--- src/design/cpu_boot_pkg.sv ---
//////////////////////////////////////////////////////////////////////
// shared widths, types and block address rules for the boot and
// memory subsystem. modules pull these in with a wildcard import in
// the module body and use scoped names in their port lists.
//////////////////////////////////////////////////////////////////////
package cpu_boot_pkg;

    localparam int word_w      = 32;
    localparam int addr_w      = 16;
    localparam int host_addr_w = 64;
    localparam int num_banks   = 16;     // words per block and per line
    localparam int line_w      = 512;
    localparam int bank_depth  = 1024;   // row = byte addr [15:6]

    typedef logic [word_w-1:0] word_t;
    typedef logic [addr_w-1:0] addr_t;
    typedef logic [line_w-1:0] line_t;   // bank 0 in the low word

    // host channel opcodes
    typedef enum logic [1:0] {
        IDLE   = 2'b00,
        READ   = 2'b01,
        UNUSED = 2'b10,
        WRITE  = 2'b11
    } host_op_t;

    // host address, seen either as a raw word or split into fields
    typedef union packed {
        logic [host_addr_w-1:0] raw;
        struct packed {
            logic [host_addr_w-addr_w-2:0] pad;        // 47 zero bits
            logic                          im_space;   // set for instruction blocks
            addr_t                         local_addr;
        } fields;
    } host_addr_u;

    //////////////////////////////////////////////////////////////////////
    // block base addresses
    //////////////////////////////////////////////////////////////////////

    // data blocks sit in groups of four per 4 KB page
    function automatic addr_t dm_block_addr(input logic [7:0] n);
        addr_t base;
        base = addr_t'((32'(n) / 32'd4 + 32'd1) * 32'h1000);
        if (n[1])
            base = base + addr_t'(16'h0100);
        if (n[0])
            base = base + addr_t'(16'h0040);
        return base;
    endfunction

    // instruction blocks are packed from address zero
    function automatic addr_t im_block_addr(input logic [7:0] n);
        return addr_t'(32'(n) * 32'h40);
    endfunction

endpackage

--- src/design/dm_port_arbiter.sv ---
//////////////////////////////////////////////////////////////////////
// data memory port arbiter. the loader owns the banks until boot is
// done, then the accelerator does, with reads ahead of writes. the
// byte address is split here into bank select and row.
//////////////////////////////////////////////////////////////////////
module dm_port_arbiter (
    input  logic                              clk,
    input  logic                              rst_n,
    input  logic                              boot_done,
    input  logic                              ld_dm_wrt_en,
    input  cpu_boot_pkg::addr_t               ld_addr,
    input  cpu_boot_pkg::word_t               ld_data,
    input  logic                              accel_wrt_en,
    input  logic                              accel_rd_en,
    input  cpu_boot_pkg::addr_t               accel_addr,
    input  cpu_boot_pkg::word_t               accel_wrt_data,
    output logic [cpu_boot_pkg::num_banks-1:0] bank_wrt_en,
    output logic [9:0]                        bank_row,
    output cpu_boot_pkg::word_t               bank_wrt_data,
    output logic                              bank_rd_en,
    output logic                              acc_rd_issued,
    output logic                              acc_wrt_issued
);
    import cpu_boot_pkg::*;

    localparam int bank_lsb = 2;
    localparam int row_lsb  = bank_lsb + $clog2(num_banks);

    logic                         accel_owned_q;   // sticky handover flag
    logic                         accel_own;
    addr_t                        sel_addr;
    logic [$clog2(num_banks)-1:0] bank_sel;

    // once handed over the banks never go back to the loader
    always_ff @(posedge clk or negedge rst_n) begin
        if (!rst_n)
            accel_owned_q <= 1'b0;
        else if (boot_done)
            accel_owned_q <= 1'b1;
    end

    assign accel_own      = boot_done | accel_owned_q;
    assign acc_rd_issued  = accel_own & accel_rd_en;
    assign acc_wrt_issued = accel_own & accel_wrt_en & ~accel_rd_en;   // read wins

    assign sel_addr      = accel_own ? accel_addr : ld_addr;
    assign bank_sel      = sel_addr[row_lsb-1:bank_lsb];
    assign bank_row      = sel_addr[addr_w-1:row_lsb];
    assign bank_wrt_data = accel_own ? accel_wrt_data : ld_data;
    assign bank_rd_en    = acc_rd_issued;   // all banks read a full line

    always_comb begin
        bank_wrt_en = '0;
        if (acc_wrt_issued || (!accel_own && ld_dm_wrt_en))
            bank_wrt_en[bank_sel] = 1'b1;   // one word, one bank
    end

endmodule

--- config.mk ---
export PLATFORM = sky130hd
export DESIGN_NAME = dm_port_arbiter
export DESIGN_NICKNAME = d
export VERILOG_FILES = /design/src/design/cpu_boot_pkg.sv /design/src/design/dm_port_arbiter.sv
export SDC_FILE = /design/constraint.sdc
export NUM_CORES = 1
export LEC_CHECK = 0
export BUFFER_PORTS_ARGS = -buffer_cell sky130_fd_sc_hd__buf_2
export CORE_AREA = 2 2 63 65
export DETAILED_ROUTE_END_ITERATION = 7
export DIE_AREA = 0 0 65 67
export HOLD_SLACK_MARGIN = 0.15
export PLACE_DENSITY = 0.75
export SETUP_SLACK_MARGIN = 0.02
export SYNTH_ARGS = -nofsm -noshare
export SYNTH_HDL_FRONTEND = slang
export SYNTH_SLANG_ARGS = --single-unit
--- constraint.sdc ---
create_clock -name clk -period 2 [get_ports clk]
set_input_delay 0.4 -clock clk [delete_from_list [all_inputs] [get_ports clk]]
set_output_delay 0.4 -clock clk [all_outputs]
set_load 0.02 [all_outputs]
# == Word level (Yosys, flattened, before mapping) ==
# Index checks and enable logic that the tools add are counted.
# word_totals
reg_bits,1
latchBits,0
ramBits,0
rom_bits,0
input_bits,102
out_inout_bits,61
mem_count,0
# op_classes
add_sub_neg,0
mul,0
div,0
magnitude_cmp,2
eq_ne,0
shifts,0
muxes,5
n_bitwise,5
n_reduce_logical,4
# ops
op,n
two-way mux 16 bit,2
two-way mux 32 bit,1
"< comparator 4 x 5 -> 1 bit, second input constant",1
demux 1 bit (select 4 bit),1
"greater-or-equal comparator 4 x 1 -> 1 bit, second input constant",1
AND 1 bit,3
logical AND 1 bit,2
logical NOT 1 bit,1
logical OR 1 bit,1
two-way mux 1 bit,1
inverter 1 bit,1
bitwise OR 1 bit,1

# == Logic depth before layout (Yosys ltp) ==
# logic_depth
depth_word,7
ltp_mapped,7
depth_no_buf,4

# == Least setup slack after synthesis ==
# No wires, ideal clock.
# synth_path
kind,input port to output port
startpoint,in boot_done
endpoint,out bank_wrt_en[11] (netlist name)
t_arrival_ns,1.607
setup_slack_ns,-0.007
cell_stages,6
n_path_buf,2
cell_sequence,buf_4 nor2_8 inv_8 mux2i_4 buf_6 nor3_1
# synth_between
elab_chain_cells,7
word_cells_on_any_way,13
classes_between,order compare (2); mux (4); bitwise (3); reduce/logical (4)
# synth_rtl
item,line_no,source
from (decl),dm_port_arbiter.sv:9,"input logic boot_done,"
bitwise OR 1 bit *,dm_port_arbiter.sv:42,assign accel_own = boot_done | accel_owned_q;
two-way mux 16 bit,dm_port_arbiter.sv:46,assign sel_addr = accel_own ? accel_addr : ld_addr;
< comparator 4 x 5 -> 1 bit (not written as such) / greater-or-equal comparator 4 x 1 -> 1 bit (equally long branches),dm_port_arbiter.sv:55,bank_wrt_en[bank_sel] = 1'b1;
logical AND 1 bit (not written as such),dm_port_arbiter.sv:55,
two-way mux 1 bit (not written as such),dm_port_arbiter.sv:55,
demux 1 bit (select 4 bit),dm_port_arbiter.sv:55,
two-way mux 16 bit *,dm_port_arbiter.sv:54,if (acc_wrt_issued || (!accel_own && ld_dm_wrt_en))
to (decl),dm_port_arbiter.sv:17,"output logic [cpu_boot_pkg::num_banks-1:0] bank_wrt_en,"
# Mark *: on every way between the ends. The rest lies on a longest branch, timed or not.

# == Worst setup path after layout ==
# layout_path
startpoint,in boot_done
endpoint,out bank_wrt_en[3] (netlist name)
# Same word-level chain as after synthesis.

==> tab_implementation.tex <==
\begin{tabular}{lr}
\hline
Metric & Value \\
\hline
\multicolumn{2}{l}{\textbf{Critical path}} \\
Crit path capture type & primary output \\
Biggest cell delay along the critical path & 0.20 ns \\
Classification of the worst setup path & primary input to primary output \\
Critical path required time & between 1.5 and 2 ns \\
Worst Setup SP & boot\_done \\
Capture instance of the worst register-to-register path & accel\_owned\_q\$\_DFFE\_PN0P\_ \\
Cells traversed along the worst timing path & clkbuf\_4 -> nor2\_8 -> inv\_8 -> mux2i\_4 -> buf\_12 -> nor3\_1 -> buf\_2 \\
Gate family responsible for the most delay along the worst path & buffers and inverters \\
RR Startpoint & accel\_owned\_q\$\_DFFE\_PN0P\_ \\
Highest-delay cell along the critical path & buf\_2 \\
Kind of start point of the critical path & primary input \\
Buf/Inv on CP & 4 \\
Crit path max fanout & 21 \\
Arr. time, crit path & 1.53 ns \\
Worst R2R Path Depth & 3 \\
Reg2reg setup slack & roughly 0.9 ns \\
\multicolumn{2}{l}{\textbf{Layout}} \\
Area growth, synth to finish & 96.4\% \\
Core utilization of the finished layout & 47.3\% \\
Number of flip-flops under the largest register name & 1 \\
Biggest registers after layout & accel\_owned\_q (1) \\
Share of layout cells above drive strength 1 & 51.5\% \\
Total of fill cells in the finished design & 372 \\
Combined flip-flop and latch cell area & roughly 26 µm² \\
Largest reg by FF count & accel\_owned\_q \\
Nets & 434 \\
Area taken by multi-input logic gates & 761 µm² \\
Number of antenna cells inserted & 0 \\
Final instance area & 0.00171 mm² \\
\multicolumn{2}{l}{\textbf{Drt}} \\
Routed wire per std cell & 9.63 µm \\
DR vias/cell & 4.33 \\
Via count & about 1600 \\
Initial DRC Count & 47 \\
Number of optimization iterations in the first detailed-route pass & 4 \\
Antenna-violating nets left & 0 \\
DRC violations left & 0 \\
Total Wirelength & $\sim$3600 µm \\
\multicolumn{2}{l}{\textbf{Place}} \\
Number of port buffers & 158 \\
Post-Place Cell Area & 0.00166 mm² \\
Routability congestion estimate from global placement & 0.806 \\
Half-perimeter wire length after placement & between 2000 and 3000 µm \\
\multicolumn{2}{l}{\textbf{Die}} \\
Total die area & 0.00436 mm² \\
Ports placed on the boundary & 163 \\
Placeable core area & 0.00361 mm² \\
Die Span X & 65 µm \\
Number of core rows & 22 \\
Initial core utilization & 24.1\% \\
Vert. Die Dim & around 67 µm \\
\multicolumn{2}{l}{\textbf{Pwr}} \\
IR drop worst, VDD & 0.0972 mV \\
Final Total Pwr & 311 µW \\
Power per unit of standard cell area & approximately 180 mW/mm² \\
Leakage & $\sim$1.1 nW \\
\multicolumn{2}{l}{\textbf{CTS}} \\
Worst-Skew Late Latency & 0 ns \\
Count of hold-fix buffers inserted at cts & 0 \\
Clock transition at the registers of the reported paths & 0 ns \\
\multicolumn{2}{l}{\textbf{Synthesis}} \\
Syn Std Cell Area & 868 µm² \\
Net count of the mapped netlist & around 280 \\
Post-Syn Area per Cell & 4.77 µm² \\
Seq/Total Area, Yosys & 2.88\% \\
Number of library cell types mapped by synthesis & 18 \\
Synthesis-stage register bit count & 1 \\
Number of instances in the synthesized netlist & between 150 and 200 \\
Yosys warnings & 0 \\
\multicolumn{2}{l}{\textbf{Timing}} \\
Number of hold violations in the final report & 0 \\
Share of the clock period used by the worst path & approximately 97\% \\
Slew @ Worst Pin & around 0.45 ns \\
Min Clock Period, post-route & 1.93 ns \\
F\_max & 517 MHz \\
Setup clock skew after layout & 0 ns \\
Setup repair after global routing missed its margin & true \\
Final count of negative-setup-slack endpoints & 0 \\
Worst rel slew slack & 70.2\% \\
Summed negative setup slack over all endpoints & 0 ns \\
Number of pins exceeding their max-slew limit in the final report & 0 \\
\multicolumn{2}{l}{\textbf{GRT}} \\
Layer with the highest usage after global routing & met2 \\
First-pass GRT wire length & around 5200 µm \\
Met1 Use GR & 15.3\% \\
GR Util met2 & between 20 and 30\% \\
Via count of the first global-routing pass & 1284 \\
Remaining Overflow, GRT & 0 \\
Largest net degree at the start of global routing & 43 \\
Antenna violations before repair & 0 \\
Total track usage & 14.1\% \\
Fraction of met3 tracks used by global routing & approximately 1.4\% \\
\multicolumn{2}{l}{\textbf{Outcome}} \\
Run status & finished clean \\
\multicolumn{2}{l}{\textbf{Flow run}} \\
Total of max-cap violations & 0 \\
\multicolumn{2}{l}{\textbf{Worst hold path}} \\
Type of the worst min-delay path & primary input to asynchronous set/reset pin \\
\hline
\end{tabular}
cells by family after synthesis:
family                 share of synthesized area [%]
AO/OA/AOI/OAI                                   6.48
buffers and inverters                           12.0
flip-flops                                      2.88
multiplexers                                    2.59
AND/OR/NAND/NOR                                 76.1
routing by layer:
layer / part of all wire [%] / wire length, µm / vias up
li1: - / - / 877
met1: 39 / 1410 / 668
met2: 50 / 1810 / 90
met3: 11 / 391 / 2
met4: 0.74 / 27 / 0
met5: 0 / 0 / -
per-stage QoR:
stage / cells / hold WS [ns] / worst slack, ns
3_5_place_dp: 377 / 0.176 / 0.0361
3_3_place_gp: 377 / 0.174 / 0.0607
6_report: 378 / 0.175 / 0.0674
5_1_grt: 378 / 0.176 / -0.00640
4_1_cts: 377 / 0.176 / 0.0334
2_1_floorplan: 182 / 0.104 / -0.00739
cell usage after synthesis:
cell type | number | area (µm²)
nor4b_1 | 4 | 35.0
and2_1 | 2 | 12.5
mux2i_4 | 1 | 22.5
nor3_1 | 16 | 80.1
dfrtp_1 | 1 | 25.0
buf_1 | 4 | 15.0
nor2_8 | 1 | 20.0
buf_6 | 2 | 22.5
buf_2 | 5 | 25.0
a31oi_1 | 7 | 43.8
inv_8 | 1 | 11.3
a31oi_2 | 1 | 12.5
nor4_1 | 2 | 12.5
nand2_1 | 126 | 473
buf_4 | 2 | 15.0
and2b_1 | 1 | 7.51
nor4bb_1 | 2 | 20.0
inv_1 | 4 | 15.0
power by group:
group / internal (mW) / switching, mW / leakage, nW
sequential: 0.0206 / 0.000000000000000173 / 0.00843
clock: 0 / 0 / 0
combinational: 0.133 / 0.157 / 1.11
worst register-to-register path, cell delays in order (launching register included):
cell	delay, ns
dfrtp_2	0.47
nor2_8	0.17
inv_8	0.08
buf_6	0.19
how the worst max path moves through the flow:
stage               slack (ns)  cells after the start               to
CTS                       0.03                      6   bank_wrt_en[4]
detailed placement        0.04                      6   bank_wrt_en[4]
global placement          0.06                      6   bank_wrt_en[5]
finish                    0.07                      7   bank_wrt_en[3]
global route            -0.006                      7   bank_wrt_en[9]
floorplan               -0.007                      6  bank_wrt_en[11]
timing repair:
action                     4_1_cts  5_1_grt
resized for setup                0        7
setup endpoints to repair        0       33
buffers inserted                 0        1
layout by cell type, fill, tap and decap left out, drive strengths merged:
cell type,instances
buf,160
nor4bb,2
nor4b,4
nor4,2
dfrtp,1
nor2,1
nor3,16
mux2i,1
nand2,126
clkbuf,1
inv,5
and2b,1
and2,2
a31oi,8
cell type report:
class / instances / share of cell area [%]
inverter: 5 / 1.54
timing repair buffer: 161 / 48.8
multi-input combinational: 163 / 44.6
tap: 48 / 3.52
sequential: 1 / 1.54
No activity file was read; power rests on OpenSTA's default activity.
