[config.mk]
export PLATFORM = sky130hd
export DESIGN_NAME = boot_loader
export DESIGN_NICKNAME = d
export VERILOG_FILES = /design/src/design/cpu_boot_pkg.sv /design/src/design/boot_loader.sv
export SDC_FILE = /design/constraint.sdc
export NUM_CORES = 1
export LEC_CHECK = 0
export ABC_CLOCK_PERIOD_IN_PS = 2100
export BUFFER_PORTS_ARGS = -buffer_cell sky130_fd_sc_hd__buf_2
export CAP_MARGIN = 20
export CORE_AREA = 3 3 85 167
export CTS_CLUSTER_DIAMETER = 150
export CTS_CLUSTER_SIZE = 30
export DETAILED_ROUTE_END_ITERATION = 7
export DIE_AREA = 0 0 88 170
export PLACE_DENSITY_LB_ADDON = 0.2
export SETUP_SLACK_MARGIN = 0.3
export SLEW_MARGIN = 10
export SYNTH_ARGS = -nofsm -noshare
export SYNTH_HDL_FRONTEND = slang
export SYNTH_SLANG_ARGS = --single-unit
[constraint.sdc]
create_clock -name clk -period 2.1 [get_ports clk]
set_input_delay 0 -clock clk [delete_from_list [all_inputs] [get_ports clk]]
set_output_delay 0 -clock clk [all_outputs]
set_load 0.01 [all_outputs]
[src/design/cpu_boot_pkg.sv]
//////////////////////////////////////////////////////////////////////
// shared widths, types and block address rules for the boot and
// memory subsystem. modules pull these in with a wildcard import in
// the module body and use scoped names in their port lists.
//////////////////////////////////////////////////////////////////////
package cpu_boot_pkg;

    localparam int word_w      = 32;
    localparam int addr_w      = 16;
    localparam int host_addr_w = 64;
    localparam int num_banks   = 16;     // words per block and per line
    localparam int line_w      = 512;
    localparam int bank_depth  = 1024;   // row = byte addr [15:6]

    typedef logic [word_w-1:0] word_t;
    typedef logic [addr_w-1:0] addr_t;
    typedef logic [line_w-1:0] line_t;   // bank 0 in the low word

    // host channel opcodes
    typedef enum logic [1:0] {
        IDLE   = 2'b00,
        READ   = 2'b01,
        UNUSED = 2'b10,
        WRITE  = 2'b11
    } host_op_t;

    // host address, seen either as a raw word or split into fields
    typedef union packed {
        logic [host_addr_w-1:0] raw;
        struct packed {
            logic [host_addr_w-addr_w-2:0] pad;        // 47 zero bits
            logic                          im_space;   // set for instruction blocks
            addr_t                         local_addr;
        } fields;
    } host_addr_u;

    //////////////////////////////////////////////////////////////////////
    // block base addresses
    //////////////////////////////////////////////////////////////////////

    // data blocks sit in groups of four per 4 KB page
    function automatic addr_t dm_block_addr(input logic [7:0] n);
        addr_t base;
        base = addr_t'((32'(n) / 32'd4 + 32'd1) * 32'h1000);
        if (n[1])
            base = base + addr_t'(16'h0100);
        if (n[0])
            base = base + addr_t'(16'h0040);
        return base;
    endfunction

    // instruction blocks are packed from address zero
    function automatic addr_t im_block_addr(input logic [7:0] n);
        return addr_t'(32'(n) * 32'h40);
    endfunction

endpackage

[src/design/boot_loader.sv]
//////////////////////////////////////////////////////////////////////
// boot loader FSM. waits for the host ready level, then pulls all
// data blocks followed by all instruction blocks over the host read
// channel and turns every received word into a memory write strobe.
// boot_done stays high once the last instruction block has landed.
//////////////////////////////////////////////////////////////////////
module boot_loader #(
    parameter int num_dm_blocks = 16,
    parameter int num_im_blocks = 48
) (
    input  logic                    clk,
    input  logic                    rst_n,
    input  logic                    ready,
    input  logic                    rd_valid,
    input  logic                    tx_done,
    input  cpu_boot_pkg::word_t     ex_wrt_data,
    output cpu_boot_pkg::host_op_t  op,
    output cpu_boot_pkg::host_addr_u ex_addr,
    output logic                    ld_dm_wrt_en,
    output logic                    ld_im_wrt_en,
    output cpu_boot_pkg::addr_t     ld_addr,
    output cpu_boot_pkg::word_t     ld_data,
    output logic                    boot_done
);
    import cpu_boot_pkg::*;

    typedef enum logic [2:0] {
        ST_IDLE,
        ST_REQ_DM,
        ST_BURST_DM,
        ST_REQ_IM,
        ST_BURST_IM,
        ST_DONE
    } state_t;

    state_t     state, next_state;
    logic [7:0] dm_cnt, im_cnt;     // block being fetched
    addr_t      word_addr;          // address of the next burst word
    addr_t      cur_base;
    logic       in_im, in_req, in_burst;
    logic       dm_last, im_last;

    assign in_im    = (state == ST_REQ_IM) || (state == ST_BURST_IM);
    assign in_req   = (state == ST_REQ_DM) || (state == ST_REQ_IM);
    assign in_burst = (state == ST_BURST_DM) || (state == ST_BURST_IM);
    assign dm_last  = (dm_cnt == 8'(num_dm_blocks - 1));
    assign im_last  = (im_cnt == 8'(num_im_blocks - 1));
    assign cur_base = in_im ? im_block_addr(im_cnt) : dm_block_addr(dm_cnt);

    //////////////////////////////////////////////////////////////////////
    // state and counters
    //////////////////////////////////////////////////////////////////////
    always_ff @(posedge clk or negedge rst_n) begin
        if (!rst_n) begin
            state     <= ST_IDLE;
            dm_cnt    <= '0;
            im_cnt    <= '0;
            word_addr <= '0;
        end else begin
            state <= next_state;
            if (in_req && rd_valid)
                word_addr <= cur_base + addr_t'(4);   // word 0 goes to the base
            else if (in_burst)
                word_addr <= word_addr + addr_t'(4);
            if (state == ST_BURST_DM && tx_done && !dm_last)
                dm_cnt <= dm_cnt + 8'd1;
            if (state == ST_BURST_IM && tx_done && !im_last)
                im_cnt <= im_cnt + 8'd1;
        end
    end

    always_comb begin
        next_state = state;
        case (state)
            ST_IDLE:     if (ready) next_state = ST_REQ_DM;
            ST_REQ_DM:   if (rd_valid) next_state = ST_BURST_DM;
            ST_BURST_DM: begin
                if (tx_done)
                    next_state = dm_last ? ST_REQ_IM : ST_REQ_DM;
            end
            ST_REQ_IM:   if (rd_valid) next_state = ST_BURST_IM;
            ST_BURST_IM: begin
                if (tx_done)
                    next_state = im_last ? ST_DONE : ST_REQ_IM;
            end
            ST_DONE:     next_state = ST_DONE;
            default:     next_state = ST_IDLE;
        endcase
    end

    //////////////////////////////////////////////////////////////////////
    // host request and memory write outputs
    //////////////////////////////////////////////////////////////////////
    always_comb begin
        ex_addr.raw = '0;
        if (in_req || in_burst) begin
            ex_addr.fields.im_space   = in_im;
            ex_addr.fields.local_addr = cur_base;   // held for the whole block
        end
    end

    assign op           = (in_req || in_burst) ? READ : IDLE;
    assign ld_addr      = in_burst ? word_addr : cur_base;
    assign ld_data      = ex_wrt_data;
    assign ld_dm_wrt_en = (state == ST_BURST_DM) || (state == ST_REQ_DM && rd_valid);
    assign ld_im_wrt_en = (state == ST_BURST_IM) || (state == ST_REQ_IM && rd_valid);
    assign boot_done    = (state == ST_DONE);

endmodule

# Word-level counts from Yosys, hierarchy flattened
# Cells that the tools add are included.
# totals
ram_bits	0
out_inout_bits	117
word_cells	57
latch_bits	0
in_bits	37
rom_bits	0
ff_bits	35
memories	0
# classes
n_lt_le_gt_ge	0
div_mod_pow	0
n_reduce_logical	18
bitwise	0
add_sub_neg	7
mux	16
eq_ne	12
shifts	0
multipliers	0
# ops
op	count
$mux W16	6
$add A16 B3 Y16 const B	2
$mux W3	6
$pmux W3 S6	1
$mux W17	1
$add A16 B7 Y16 const B	1
$add A16 B9 Y16 const B	1
$add A8 B1 Y8 const B	2
$ne A2 B2 Y1 const B	5
$eq A8 B4 Y1 const B	1
$eq A8 B6 Y1 const B	1
$logic_and A1 B1 Y1	7
$eq A3 B2 Y1 const B	2
$eq A3 B3 Y1 const B	2
$logic_or A1 B1 Y1	6
$reduce_and A5 Y1	1
$add A4 B1 Y4 const B	1
$eq A3 B1 Y1 const B	1
$logic_not A3 Y1	1
$logic_not A1 Y1	2
$mux W2	1
$reduce_bool A2 Y1	1
$mux W1	1

# Longest topological paths before layout
# logic_depth
depth_word	8
depth_mapped	9
ltp_nobuf	7

# Worst setup path after synthesis
# Ideal clock, no wire load.
# synth_timing
path_kind	register -> register
from	register state[0]
to	register word_addr[14]
setup_time_ns	0.131
arrival_time_ns	2.016
setup_slack_ns	-0.047
synth_period_minus_slack_ns	2.147
t_required_ns	1.969
n_path_buf	2
stages_incl_launch_ff	9
path_cell_list	dfrtp_1 -> buf_4 -> nand3b_1 -> clkbuf_1 -> and2_1 -> ha_1 -> nor4b_4 -> o2111ai_1 -> nor3b_2
# synth_between
elab_chain_len	5
word_cells_on_any_way	12
cone_classes	add/sub (1); eq/ne (4); mux (2); reduce/logical (5)
# synth_lines
element	line_no	text
start, declared	boot_loader.sv:36	state_t state, next_state;
start signal, assigned	boot_loader.sv:60	state <= next_state;
$eq A3 B2 Y1 or $eq A3 B3 Y1 (tied branches)	boot_loader.sv:43, boot_loader.sv:44, boot_loader.sv:45	
$logic_or A1 B1 Y1	boot_loader.sv:43	assign in_im = (state == ST_REQ_IM) || (state == ST_BURST_IM);
$mux W16	boot_loader.sv:48	assign cur_base = in_im ? im_block_addr(im_cnt) : dm_block_addr(dm_cnt);
$add A16 B3 Y16	boot_loader.sv:62	word_addr <= cur_base + addr_t'(4);
$mux W16	boot_loader.sv:61	if (in_req && rd_valid)
end signal, assigned	boot_loader.sv:62	
end signal, assigned	boot_loader.sv:64	word_addr <= word_addr + addr_t'(4);
end, declared	boot_loader.sv:38	addr_t word_addr;
# Parallel ways exist; a longest one is shown, timed or not.
# A chain may end at the register's enable or synchronous reset.

# Worst setup path in the final report
# layout_timing
from	register state[1]
to	output port ld_addr[10]
# layout_between
elab_chain_len	4
word_cells_on_any_way	7
cone_classes	eq/ne (3); mux (2); reduce/logical (2)
# layout_lines
element	line_no	text
$eq A3 B2 Y1 or $eq A3 B3 Y1 (tied branches)	boot_loader.sv:43, boot_loader.sv:45	
$logic_or A1 B1 Y1	boot_loader.sv:43	
$mux W16	boot_loader.sv:48	
$mux W16 (*)	boot_loader.sv:103	assign ld_addr = in_burst ? word_addr : cur_base;
end, declared	boot_loader.sv:21	output cpu_boot_pkg::addr_t ld_addr,
# Every way passes the cells marked *; elsewhere a longest branch is shown, timed or not.

==> metrics.md <==
| Metric | Value |
|---|---|
| Status | completed |
| Number of placed instances with taps included | approximately 530 |
| Die height | about 170 um |
| Post-detailed-route wirelength per cell | 16.0 um |
| RD Place Congestion | between 0.8 and 0.9 |
| Data required time at the worst endpoint | 2.10 ns |
| Diode count | 0 |
| Leakage power summed over all cells | between 1.5 and 2 nW |
| Comb power frac | 0.613 |
| Shortest clock period the worst path allows after layout | about 1.7 ns |
| Number of DRC violations after detailed-routing iteration 0 | around 120 |
| Final Skew | 0.00739 ns |
| Effective utilization at floorplan | 0.238 |
| Post-route fraction of the period consumed by the critical path | 0.827 |
| Count of unresolved DRC violations after routing | 0 |
| Maximum vdd drop | ~0.53 mV |
| Top area cells in the synthesized netlist | sky130_fd_sc_hd__dfrtp_1 27%, sky130_fd_sc_hd__buf_4 22%, sky130_fd_sc_hd__xnor2_1 4.2% |
| Wire length of the first global-routing pass | approximately 13,000 um |
| Num rows | 59 |
| Post-synth top area cell | sky130_fd_sc_hd__dfrtp_1 |
| Count leader, synth | sky130_fd_sc_hd__buf_4 |
| Type of element launching the critical path | flip-flop |
| Critical path start-end classification | flip-flop to primary output |
| Root buffer cell | sky130_fd_sc_hd__clkbuf_16 |
| TritonCTS buffer count | 5 |
| HPWL after detailed placement | 6750 um |
| Synthesis-to-layout area growth | 17.9% |
| Routed vias/inst | 4.58 |
| RSZ-0062 raised after global routing | true |
| P per Cell Area | roughly 1400 nW/um^2 |
| Largest net degree at the start of global routing | 34 |
| Routed wire length | around 9000 um |
| Core region area | between 10,000 and 15,000 sq um |
| Portion of total power attributed to the clock network | 0.158 |
| Pre-CTS worst setup slack | around 0.22 ns |
| Worst Reg-to-Reg Cells | 7 |
| Worst-Skew Late Latency | about 0.29 ns |
| Total congestion overflow after global routing | 0 |
| Async set or reset register ratio after synthesis | 1.00 |
| Initial antenna violation count | 0 |
| Worst Hold Class | input port to primary output |
| Number of synthesized register bits | 33 |
| Fraction of power consumed by sequential logic | 0.229 |
| Net Sw Frac | 0.448 |
| Clock input transition at the sequential cells of the worst setup and hold paths | ~0.060 ns |
| Top_reg_cell synth | sky130_fd_sc_hd__dfrtp_1 |
| Post-layout utilization of the core | 0.281 |
| Share of the yosys chip area belonging to registers | 0.266 |
| Worst R2R Start | state[2] |
| Upper clock frequency limit | between 0.5 and 0.6 GHz |
| Highest net fanout along the worst path | 8 |
| Commonest cells in the synthesized netlist | 90 x sky130_fd_sc_hd__buf_4, 33 x sky130_fd_sc_hd__dfrtp_1, 26 x sky130_fd_sc_hd__nand2_1 |
| Final hold violation count | 0 |
| Switching power | about 2.2 mW |
| Total standard cell area after synthesis | ~3100 sq um |
| Final-layout setup total negative slack | 0 ns |
| Setup violators final | 0 |
| Count of H-tree levels built during CTS | 2 |
| Proportion of netlist area held by the largest area contributor | 0.266 |
| Number of standard cells in the layout, taps in and fillers out | between 500 and 600 |
| Sink of the worst hold path | ld_data[13] |
| Die ar. | approximately 15,000 sq um |
| Count of mapped cells out of synthesis | roughly 370 |
| Syn_area_per_cell | between 8 and 9 sq um |
| Die width | approximately 90 um |
| Number of max-capacitance violations reported | 0 |
| Worst Tran Pin Value | around 0.87 ns |
| Detailed Routing Iterations Pass 1 | 4 |
| Worst hold stages | 0 |
| Number of global-route vias before repair | about 2,500 |
| Hold Crit Start | ex_wrt_data[13] |
| Post-synth cell types | 51 |
| Slew margin rel. | 0.419 |
| Clock sink count | 33 |
| Vias after detailed routing | around 2,500 |
| Sort of element at the end of the critical path | primary output |
| Final nets | 445 |
| Synth warnings | 0 |
| Share of final-layout standard cells stronger than drive strength 1 | 0.301 |
| Detail Route Antenna Nets | 0 |
| Cell-internal power | 2.77 mW |
| GRT Overall Usage | 0.120 |
| End of the worst register-to-register path | word_addr[14] |
| Crit path setup slack, layout | 0.364 ns |
| TritonCTS clock tree | built |
| R2R setup slack | ~0.37 ns |
| Count of flip-flops with a built-in enable after synthesis | 0 |
| Slew Limit Fails | 0 |
| Buffer depth of the longest clock path | 2 |
| Buffers added on ports | 33 |
| I/O pin cnt | between 150 and 200 |
| Worst path arrival time | about 1.7 ns |
worst max-delay path, cell delays in order, from the launching register on:
cell                      delay, ns
sky130_fd_sc_hd__dfrtp_2       0.44
sky130_fd_sc_hd__buf_6         0.14
sky130_fd_sc_hd__buf_6         0.13
sky130_fd_sc_hd__nor3b_4       0.24
sky130_fd_sc_hd__buf_6         0.16
sky130_fd_sc_hd__nand2_1       0.05
sky130_fd_sc_hd__o21ai_1       0.11
sky130_fd_sc_hd__buf_2         0.16
through the flow:
| stage | hold WS (ns) | area, sq um | power [mW] |
|---|---|---|---|
| floorplan | -0.296 | 3350 | 2.87 |
| global placement | 0.0000686 | 3150 | 3.66 |
| detailed placement | 0.0000686 | 3150 | 3.67 |
| CTS | 0.0000686 | 3500 | 4.79 |
| global route | 0.0000168 | 3670 | 5.38 |
| finish | 0.00000328 | 3670 | 5.01 |
cells in the final DEF, fill, tap and decap left out, drive strengths merged, types with 2 or more instances in the layout:
master / instances
o2111ai: 2
nand4: 6
a21o: 4
xnor2: 16
nor2: 24
o211ai: 2
clkbuf: 7
dfrtp: 33
a311oi: 2
buf: 74
mux2i: 11
a221oi: 2
xor2: 6
a211oi: 6
and3: 4
a21oi: 15
nor3: 6
nor3b: 3
nand2: 26
nor4: 4
and2: 15
conb: 56
o32ai: 2
a31oi: 4
and3b: 2
inv: 9
mux2: 4
nand3: 14
o21ai: 18
nand3b: 2
and4: 3
nor4b: 4
ha: 4
power groups by stage:
stage	clock network, mW	registers (mW)	logic (mW)
5_1_grt	0.840	1.18	3.35
6_report	0.793	1.15	3.07
4_1_cts	0.815	1.14	2.84
2_1_floorplan	0	1.02	1.85
3_5_place_dp	0	1.15	2.52
3_3_place_gp	0	1.15	2.51
area by class of cell:
| cell class | instances | area [sq um] |
|---|---|---|
| inverter | 10 | 43.8 |
| clock buffer | 7 | 153 |
| sequential | 33 | 827 |
| fill | 1387 | 9400 |
| clock inverter | 1 | 5.00 |
| multi-input combinational | 279 | 1890 |
| timing repair buffer | 75 | 554 |
| tap | 152 | 190 |
state kept, by name (all words and copies together), names as in the netlist:
register,flops
word_addr,14
dm_cnt,8
im_cnt,8
state,3
timing repair:
| action | 4_1_cts | 5_1_grt |
|---|---|---|
| buffers inserted | 9 | 7 |
| gates resized for setup | 20 | 29 |
| hold endpoints to repair | 33 | 0 |
| setup endpoints to repair | 36 | 29 |
| pin swaps | 3 | 6 |
| hold buffers | 1 | 0 |
worst max-delay path by stage:
stage          startpoint             to  slack (ns)  cells past startpoint
2_1_floorplan    state[0]  word_addr[14]        0.19                      8
3_3_place_gp     state[0]      dm_cnt[1]        0.22                      4
3_5_place_dp     state[2]  word_addr[13]        0.22                      6
4_1_cts          state[0]    ld_addr[12]        0.28                      6
5_1_grt          state[2]  word_addr[14]        0.25                      7
6_report         state[1]    ld_addr[10]        0.36                      7
cell families after synthesis:
kind of cell	synth area share
flops	0.266
simple gates	0.221
fa+ha+maj	0.0161
buf+inv	0.251
mux	0.0499
xor+xnor	0.0644
other cells	0.00121
compound gates	0.131
metal layers:
metal,up-vias,routed length (um),part of all wire,global-route usage
met1,1207,3090,0.35,0.111
met3,34,416,0.047,0.0170
met2,100,4850,0.55,0.223
met5,-,0,0,0
li1,1208,-,-,-
met4,0,524,0.059,0.0922
Note: power is estimated with default switching activity, not from simulation.
